<file path="src/coreDefs.sv">
// ===================================================================
// Shared definitions for the integer slice
// Covers only the R2 and 16-bit immediate formats
// Opcode and function values exist for the kept integer subset only
// ===================================================================
`default_nettype none

package coreDefs;

	localparam int InstWidth   = 36;
	localparam int ValueWidth  = 64;
	localparam int RegCount    = 32;
	localparam int RegIdxWidth = 5;
	localparam int ImmWidth    = 16;

	// ===================================================================
	// Opcodes and R2 function codes
	localparam logic [7:0] R2    = 8'h02;
	localparam logic [7:0] ADDI  = 8'h04;
	localparam logic [7:0] SLTI  = 8'h06;
	localparam logic [7:0] SLTUI = 8'h07;
	localparam logic [7:0] ANDI  = 8'h08;
	localparam logic [7:0] ORI   = 8'h09;
	localparam logic [7:0] XORI  = 8'h0A;
	localparam logic [7:0] NOP   = 8'hF1;

	localparam logic [6:0] FnAdd  = 7'h04;
	localparam logic [6:0] FnSub  = 7'h05;
	localparam logic [6:0] FnSlt  = 7'h06;
	localparam logic [6:0] FnSltu = 7'h07;
	localparam logic [6:0] FnAnd  = 7'h08;
	localparam logic [6:0] FnOr   = 7'h09;
	localparam logic [6:0] FnXor  = 7'h0A;

	// ===================================================================
	// Instruction layout
	typedef struct packed {
		logic [6:0]             func;    // 35:29
		logic [3:0]             padHi;
		logic [RegIdxWidth-1:0] Rb;      // 24:20
		logic                   padRb;
		logic [RegIdxWidth-1:0] Ra;      // 18:14
		logic                   padRa;
		logic [RegIdxWidth-1:0] Rt;      // 12:8
		logic [7:0]             opcode;
	} r2Fmt;

	typedef struct packed {
		logic [ImmWidth-1:0]    imm;     // 35:20
		logic                   padRb;
		logic [RegIdxWidth-1:0] Ra;
		logic                   padRa;
		logic [RegIdxWidth-1:0] Rt;
		logic [7:0]             opcode;
	} riFmt;

	// Same word, two decodings picked by opcode
	typedef union packed {
		r2Fmt r2;
		riFmt ri;
	} instWord;

	typedef enum logic [2:0] {
		AluAdd,
		AluSub,
		AluAnd,
		AluOr,
		AluXor,
		AluSlt,
		AluSltu
	} aluOp;

	typedef enum logic [1:0] {
		ExtSign,
		ExtOnes,
		ExtZero
	} ExtKind;

endpackage

`default_nettype wire

</file>
<file path="src/stageLinks.sv">
// ===================================================================
// Links between pipeline stages
// Plain level signals qualified by valid with no back-pressure
// ===================================================================
`timescale 1ns/10ps
`default_nettype none

interface decodedLink;
	logic                                valid;
	coreDefs::aluOp                      op;
	logic [coreDefs::RegIdxWidth-1:0]    ra;
	logic [coreDefs::RegIdxWidth-1:0]    rb;
	logic [coreDefs::RegIdxWidth-1:0]    rt;
	logic                                useImm;
	logic [coreDefs::ValueWidth-1:0]     imm;       // Already extended
	logic                                regWrite;
	logic                                illegal;

	modport source(output valid, op, ra, rb, rt, useImm, imm, regWrite, illegal);
	modport sink(input valid, op, ra, rb, rt, useImm, imm, regWrite, illegal);
endinterface

interface resultLink;
	logic                                valid;
	logic                                write;     // Register file update
	logic [coreDefs::RegIdxWidth-1:0]    rt;
	logic [coreDefs::ValueWidth-1:0]     value;
	logic                                illegal;

	modport source(output valid, write, rt, value, illegal);
	modport sink(input valid, write, rt, value, illegal);
endinterface

`default_nettype wire

</file>
<file path="src/instDecode.sv">
// ===================================================================
// Decode stage with outputs registered on the sampling edge
// Unknown opcodes and R2 functions flag illegal and never write
// ===================================================================
`timescale 1ns/10ps
`default_nettype none

module instDecode (
	input  logic              clk,
	input  logic              rstN,
	input  logic              instValid,
	input  coreDefs::instWord inst,
	decodedLink.source        dec
);

	coreDefs::aluOp                  nextOp;
	coreDefs::ExtKind                ext;
	logic                            isImm;
	logic                            nextUseImm;
	logic                            nextWrite;
	logic                            nextIllegal;
	logic [coreDefs::ValueWidth-1:0] immExt;

	assign isImm = inst.ri.opcode inside {coreDefs::ADDI, coreDefs::SLTI, coreDefs::SLTUI,
		coreDefs::ANDI, coreDefs::ORI, coreDefs::XORI};

	always_comb begin
		nextOp      = coreDefs::AluAdd;
		ext         = coreDefs::ExtZero;
		nextUseImm  = 1'b0;
		nextIllegal = 1'b1;    // Default is unimplemented
		case (inst.r2.opcode)
		coreDefs::R2: begin
			nextIllegal = 1'b0;
			case (inst.r2.func)
			coreDefs::FnAdd:  nextOp = coreDefs::AluAdd;
			coreDefs::FnSub:  nextOp = coreDefs::AluSub;
			coreDefs::FnAnd:  nextOp = coreDefs::AluAnd;
			coreDefs::FnOr:   nextOp = coreDefs::AluOr;
			coreDefs::FnXor:  nextOp = coreDefs::AluXor;
			coreDefs::FnSlt:  nextOp = coreDefs::AluSlt;
			coreDefs::FnSltu: nextOp = coreDefs::AluSltu;
			default:          nextIllegal = 1'b1;
			endcase
		end
		coreDefs::NOP:   nextIllegal = 1'b0;
		coreDefs::ADDI:  ext = coreDefs::ExtSign;
		coreDefs::SLTI: begin
			nextOp = coreDefs::AluSlt;
			ext    = coreDefs::ExtSign;
		end
		coreDefs::SLTUI: nextOp = coreDefs::AluSltu;    // Zero extended
		coreDefs::ANDI: begin
			nextOp = coreDefs::AluAnd;
			ext    = coreDefs::ExtOnes;                 // Keeps upper bits of Ra
		end
		coreDefs::ORI:   nextOp = coreDefs::AluOr;
		coreDefs::XORI:  nextOp = coreDefs::AluXor;
		default: ;
		endcase
		if (isImm) begin
			nextUseImm  = 1'b1;
			nextIllegal = 1'b0;
		end
		nextWrite = !nextIllegal && (inst.r2.opcode != coreDefs::NOP);
	end

	// Immediate widening
	always_comb begin
		case (ext)
		coreDefs::ExtSign:
			immExt = {{(coreDefs::ValueWidth-coreDefs::ImmWidth){inst.ri.imm[coreDefs::ImmWidth-1]}},
				inst.ri.imm};
		coreDefs::ExtOnes:
			immExt = {{(coreDefs::ValueWidth-coreDefs::ImmWidth){1'b1}}, inst.ri.imm};
		default:
			immExt = {{(coreDefs::ValueWidth-coreDefs::ImmWidth){1'b0}}, inst.ri.imm};
		endcase
	end

	always_ff @(posedge clk or negedge rstN) begin
		if (!rstN) begin
			dec.valid    <= 1'b0;
			dec.regWrite <= 1'b0;
			dec.illegal  <= 1'b0;
		end else begin
			dec.valid    <= instValid;
			dec.regWrite <= instValid && nextWrite;
			dec.illegal  <= instValid && nextIllegal;
		end
	end

	always_ff @(posedge clk) begin
		dec.op     <= nextOp;
		dec.ra     <= inst.ri.Ra;
		dec.rb     <= inst.r2.Rb;     // Overlaps imm for immediate forms
		dec.rt     <= inst.r2.Rt;
		dec.useImm <= nextUseImm;
		dec.imm    <= immExt;
	end

endmodule

`default_nettype wire

</file>
<file path="src/regFile.sv">
// ===================================================================
// 32 x 64 register file with two async reads and one write
// Register 0 is never stored and every register reads zero after reset
// ===================================================================
`timescale 1ns/10ps
`default_nettype none

module regFile (
	input  logic                             clk,
	input  logic                             rstN,
	input  logic [coreDefs::RegIdxWidth-1:0] raIdx,
	input  logic [coreDefs::RegIdxWidth-1:0] rbIdx,
	output logic [coreDefs::ValueWidth-1:0]  raVal,
	output logic [coreDefs::ValueWidth-1:0]  rbVal,
	resultLink.sink                          wb
);

	logic [coreDefs::ValueWidth-1:0] regs [coreDefs::RegCount];
	logic [coreDefs::RegCount-1:0]   written;    // Entry holds a value since reset

	assign raVal = written[raIdx] ? regs[raIdx] : '0;
	assign rbVal = written[rbIdx] ? regs[rbIdx] : '0;

	always_ff @(posedge clk or negedge rstN) begin
		if (!rstN)
			written <= '0;
		else if (wb.valid && wb.write && (wb.rt != '0))
			written[wb.rt] <= 1'b1;
	end

	always_ff @(posedge clk) begin
		if (wb.valid && wb.write && (wb.rt != '0))
			regs[wb.rt] <= wb.value;
	end

endmodule

`default_nettype wire

</file>
<file path="src/aluExecute.sv">
// ===================================================================
// Execute stage that is combinational from the decode register
// Forwards only the result register; older results come from the file
// ===================================================================
`timescale 1ns/10ps
`default_nettype none

module aluExecute (
	decodedLink.sink                         dec,
	output logic [coreDefs::RegIdxWidth-1:0] raIdx,
	output logic [coreDefs::RegIdxWidth-1:0] rbIdx,
	input  logic [coreDefs::ValueWidth-1:0]  raVal,
	input  logic [coreDefs::ValueWidth-1:0]  rbVal,
	resultLink.sink                          fwd,
	output logic [coreDefs::ValueWidth-1:0]  value,
	output logic                             write
);

	logic                            fwdLive;
	logic [coreDefs::ValueWidth-1:0] opA;
	logic [coreDefs::ValueWidth-1:0] rbOperand;
	logic [coreDefs::ValueWidth-1:0] opB;

	assign raIdx = dec.ra;
	assign rbIdx = dec.rb;

	// ===================================================================
	// Operand bypass
	assign fwdLive   = fwd.write && (fwd.rt != '0);
	assign opA       = (fwdLive && (fwd.rt == dec.ra)) ? fwd.value : raVal;
	assign rbOperand = (fwdLive && (fwd.rt == dec.rb)) ? fwd.value : rbVal;
	assign opB       = dec.useImm ? dec.imm : rbOperand;

	always_comb begin
		case (dec.op)
		coreDefs::AluAdd:  value = opA + opB;
		coreDefs::AluSub:  value = opA - opB;
		coreDefs::AluAnd:  value = opA & opB;
		coreDefs::AluOr:   value = opA | opB;
		coreDefs::AluXor:  value = opA ^ opB;
		coreDefs::AluSlt:
			value = {{(coreDefs::ValueWidth-1){1'b0}}, $signed(opA) < $signed(opB)};
		coreDefs::AluSltu:
			value = {{(coreDefs::ValueWidth-1){1'b0}}, opA < opB};
		default:           value = '0;
		endcase
	end

	assign write = dec.regWrite && (dec.rt != '0);    // R0 stays zero

endmodule

`default_nettype wire

</file>
<file path="src/resultStage.sv">
// ===================================================================
// Result register feeding write-back, the bypass and the outputs
// Illegal and NOP items carry a zero value
// ===================================================================
`timescale 1ns/10ps
`default_nettype none

module resultStage (
	input  logic                            clk,
	input  logic                            rstN,
	decodedLink.sink                        dec,
	input  logic [coreDefs::ValueWidth-1:0] value,
	input  logic                            write,
	resultLink.source                       res
);

	always_ff @(posedge clk or negedge rstN) begin
		if (!rstN) begin
			res.valid   <= 1'b0;
			res.write   <= 1'b0;
			res.illegal <= 1'b0;
		end else begin
			res.valid   <= dec.valid;
			res.write   <= dec.valid && write;
			res.illegal <= dec.valid && dec.illegal;
		end
	end

	always_ff @(posedge clk) begin
		res.rt    <= dec.rt;
		res.value <= (dec.valid && dec.regWrite) ? value : '0;
	end

endmodule

`default_nettype wire

</file>
<file path="src/coreSlice.sv">
// ===================================================================
// Integer slice top level
// One instruction per clock on instValid and no back-pressure
// Results appear two cycles after the sampling edge
// ===================================================================
`timescale 1ns/10ps
`default_nettype none

module coreSlice (
	input  logic                             clk,
	input  logic                             rstN,
	input  logic                             instValid,
	input  logic [coreDefs::InstWidth-1:0]   inst,
	output logic                             resValid,
	output logic                             resIllegal,
	output logic [coreDefs::RegIdxWidth-1:0] resRt,
	output logic [coreDefs::ValueWidth-1:0]  resValue
);

	decodedLink decLink();
	resultLink  resLink();

	logic [coreDefs::RegIdxWidth-1:0] raIdx;
	logic [coreDefs::RegIdxWidth-1:0] rbIdx;
	logic [coreDefs::ValueWidth-1:0]  raVal;
	logic [coreDefs::ValueWidth-1:0]  rbVal;
	logic [coreDefs::ValueWidth-1:0]  exValue;
	logic                             exWrite;

	instDecode uDecode (
		.clk       (clk),
		.rstN      (rstN),
		.instValid (instValid),
		.inst      (inst),
		.dec       (decLink)
	);

	aluExecute uExecute (
		.dec   (decLink),
		.raIdx (raIdx),
		.rbIdx (rbIdx),
		.raVal (raVal),
		.rbVal (rbVal),
		.fwd   (resLink),
		.value (exValue),
		.write (exWrite)
	);

	regFile uRegs (
		.clk   (clk),
		.rstN  (rstN),
		.raIdx (raIdx),
		.rbIdx (rbIdx),
		.raVal (raVal),
		.rbVal (rbVal),
		.wb    (resLink)
	);

	resultStage uResult (
		.clk   (clk),
		.rstN  (rstN),
		.dec   (decLink),
		.value (exValue),
		.write (exWrite),
		.res   (resLink)
	);

	assign resValid   = resLink.valid;
	assign resIllegal = resLink.illegal;
	assign resRt      = resLink.rt;
	assign resValue   = resLink.value;

endmodule

`default_nettype wire

</file>
<file path="config.mk">
export PLATFORM = sky130hd
export DESIGN_NAME = coreSlice
export DESIGN_NICKNAME = d
export VERILOG_FILES = /design/src/coreDefs.sv /design/src/stageLinks.sv /design/src/instDecode.sv /design/src/regFile.sv /design/src/aluExecute.sv /design/src/resultStage.sv /design/src/coreSlice.sv
export SDC_FILE = /design/constraint.sdc
export NUM_CORES = 2
export LEC_CHECK = 0
export ABC_AREA = 0
export BUFFER_PORTS_ARGS = -buffer_cell sky130_fd_sc_hd__buf_2
export CORE_ASPECT_RATIO = 1.25
export CORE_MARGIN = 2
export CORE_UTILIZATION = 55
export DETAILED_ROUTE_END_ITERATION = 10
export GPL_ROUTABILITY_DRIVEN = 0
export PLACE_DENSITY = 0.74
export RECOVER_POWER = 100
export SETUP_SLACK_MARGIN = 0.4
export SKIP_CTS_REPAIR_TIMING = 1
export SKIP_LAST_GASP = 1
export SYNTH_ARGS = -nofsm -noshare
export SYNTH_HDL_FRONTEND = slang
export SYNTH_SLANG_ARGS = --single-unit
</file>
<file path="constraint.sdc">
create_clock -name clk -period 5.7 [get_ports clk]
set_clock_uncertainty 0.1 [all_clocks]
set_input_delay 1.14 -clock clk [delete_from_list [all_inputs] [get_ports clk]]
set_output_delay 1.14 -clock clk [all_outputs]
set_load 0.005 [all_outputs]
</file>
==> results by group <==
Final layout
  – Final nets: 7596
  – Fill cell count: 12980
  – Final Non-Filler Cells: 10220
  – Synth-to-layout area growth: 19.29%
  – Layout cells sized above 1: 0.4057
  – Design Area, Final: 0.1321 mm²

Floorplanning
  – Initial Util: 0.5521
  – Num rows: 184
  – Die span in x: 405.3 µm
  – IO Pins: 110
  – Floorplan core area: 0.2005 mm²
  – Die Ht: roughly 500 µm
  – Die Area: 0.2049 mm²

Routing
  – DR vias: between 70000 and 80000
  – DR WL/cell: 35.96 µm
  – ANT nets after route: 0
  – Post-DR vias/cell: about 7.3
  – Iter 0 DRT Violations: about 11000
  – DRT Pass-1 Iters: 8
  – Remaining DRCs: 0
  – WL final: 367.6 mm

Critical path
  – Crit-path max FO: 11
  – Req. time, crit path: 6.36 ns
  – Crit path kind: reg2reg
  – CP max stage delay: 0.53 ns
  – Slowest CP cell: mux4_2
  – CP Buf/Inv Count: 8
  – CP top delay family: compound AO/OA/AOI/OAI gates
  – CP Launch Type: flip-flop
  – Nature of the critical path endpoint: flip-flop
  – Crit path DAT: 6.48 ns

CTS
  – Number of H-tree levels: 4
  – Clock Tree Buf Depth: 3
  – Clk slew on worst S/H paths: 0.07 ns
  – CTS tree: done
  – Clock Root Buffer: clkbuf_16
  – CTS sink count: 2186
  – Clk_lat worst skew: approximately 0.92 ns
  – TritonCTS Buffers: slightly above 200

Synthesis
  – Async S/R FF share, synth: 0.01738
  – Yosys reg bits: approximately 2200
  – Synthesized instance count: 6320
  – Synth warn: 0
  – Post-Syn Area: 0.1107 mm²
  – Commonest cells post-synth: edfxtp_1 (2048), mux4_2 (1300), clkbuf_1 (322)
  – Number of synthesized flops with an enable pin: a little over 2000
  – Syn Area/Cell: 17.52 µm²
  – Register area share after synthesis: 0.5822
  – Share of the synthesized area in the top cell type: 0.5556
  – Prevailing post-synth register cell: edfxtp_1
  – Yosys cell types: 93
  – Synth area leaders: edfxtp_1 (56%), mux4_2 (26%), ha_1 (2.3%)
  – Top cell type by total area after synthesis: edfxtp_1
  – Most frequent cell after synthesis: edfxtp_1

Job
  – MaxCap Viol Count: around 100

Outcome
  – Run status: finished with violations
  – Failing checks: capacitance limit, slew limit, setup timing

Power and ir drop
  – Static leakage: 0.04925 µW
  – PD cells: 252.0 mW/mm²
  – Max VDD drop: between 0.2 and 0.3 mV

STA
  – Hold Fails Final Rpt: 0
  – Post-Route Setup TNS: -1.058 ns
  – Relative slew slack: -2.143
  – Max-slew violations: about 3100
  – Final setup vio count: 24
  – Final period utilization: 1.021
  – RSZ-0062 raised after global routing: yes
  – Worst-Margin Slew: ~4.7 ns
  – Max Freq: 0.1719 GHz
  – Final worst slack: -0.1188 ns
  – Period minus WS final: between 5 and 6 ns
  – Fin Hold WS: 0.2453 ns

Global route
  – Initial antenna violation count: 14
  – Global-route wire length before repair: 503.6 mm
  – Total track usage: 0.3421
  – Remaining global-route overflow: 0
  – Pin count of the biggest net entering global routing: 68
  – Number of global-route vias before repair: approximately 74000

Placed design
  – Setup slack at placement: -0.4500 ns
  – Placed Area: 0.1225 mm²
  – PortBufs: 107
  – Placed cells: ~10000
  – Final HPWL DP: 208.2 mm

Worst hold path
  – Hold Path Class: in2reg
-- kinds of logic (layout without fill, tap and decap cells) --
logic type      Yosys count  in the layout  synth area share
other cells               1             70        0.00003388
mux                    1450           1450            0.2782
simple gates            827            827           0.03512
flops                  2186           2186            0.5822
xor+xnor                 56             56          0.004431
compound gates          918            918           0.05243
buf+inv                 678           1816           0.02433
fa+ha+maj               204            204           0.02319
-- worst reg2reg max path: cells and delay by family, from the launching register on --
| kind | cells | cell delay, ns |
|---|---|---|
| DFF | 1 | 0.45 |
| and+or+nand+nor | 4 | 0.53 |
| adders and majority gates | 1 | 0.35 |
| buffers and inverters | 8 | 1.34 |
| muxes | 3 | 1.22 |
| xor gates and xnor gates | 1 | 0.16 |
| AOI/OAI and AO/OA | 8 | 1.51 |
-- state kept, by name, summed over array words and instances (netlist names) --
signal	flops
uResult.res.valid	1
uDecode.dec.imm	17
uDecode.dec.valid	1
uRegs.regs	2048
uResult.res.write	1
uResult.res.rt	5
uDecode.dec.illegal	1
uDecode.dec.regWrite	1
uDecode.dec.useImm	1
uDecode.dec.ra	5
uResult.res.illegal	1
uResult.res.value	64
uRegs.written	32
uDecode.dec.op	3
uDecode.dec.rt	5
-- path summary, 6_finish.rpt --
kind	cells past startpoint	start	end	slack [ns]
min	1	inst[17]	uDecode.dec.ra[3]$_DFF_P_	0.25
min in group asynchronous	2	rstN	uResult.res.write$_DFF_PN0_	1.18
min reg2reg	0	uDecode.dec.rt[1]$_DFF_P_	uResult.res.rt[1]$_DFF_P_	0.26
max in group asynchronous	2	rstN	uDecode.dec.regWrite$_DFF_PN0_	2.66
max	25	uDecode.dec.imm[0]$_DFF_P_	uResult.res.value[51]$_SDFF_PN0_	-0.12
max reg2reg	25	uDecode.dec.imm[0]$_DFF_P_	uResult.res.value[51]$_SDFF_PN0_	-0.12
-- routing by layer --
metal	GRT usage	wire, µm
met5	0.005927	209
met3	0.08033	47730
met2	0.5477	175400
met4	0.1772	25720
met1	0.4381	118600
-- metrics by stage --
step | util | total power (µW)
5_1_grt | 0.6585 | 33920
2_1_floorplan | - | 18760
6_report | 0.6585 | 33280
3_3_place_gp | 0.6108 | 19420
4_1_cts | 0.6443 | 33040
3_5_place_dp | 0.6108 | 19430
-- layout make-up --
class	instances	area, µm²	share of cell area
Clock inverter	115	1212	0.009181
Sequential cell	2186	64500	0.4884
Inverter	202	764.5	0.005789
Timing Repair Buffer	1239	10850	0.08219
Clock buffer	260	5500	0.04165
Tap cell	2697	3374	0.02555
Antenna cell	6	15.01	0.0001137
Multi-Input combinational cell	3519	45830	0.3471
-- report_power, final --
| part | switching (µW) | internal [µW] |
|---|---|---|
| Sequential | 43.5 | 17300 |
| Clock | 6290 | 7640 |
| Combinational | 1050 | 961 |
-- cell usage in the layout (no fill, tap or decap), drive strengths merged, types with 37 or more instances in the layout --
master     n
clkinv    73
mux2i    134
nand3     41
o21bai    50
conb      64
or2       37
nor2     230
o31ai     92
inv      213
nand2    263
o21ai    194
dfxtp    100
xnor2     49
nor3      54
edfxtp  2048
a21oi    303
clkbuf   491
ha       202
dfrtp     38
and2      54
mux4    1300
buf     1008
No activity file was read; power rests on OpenSTA's default activity.
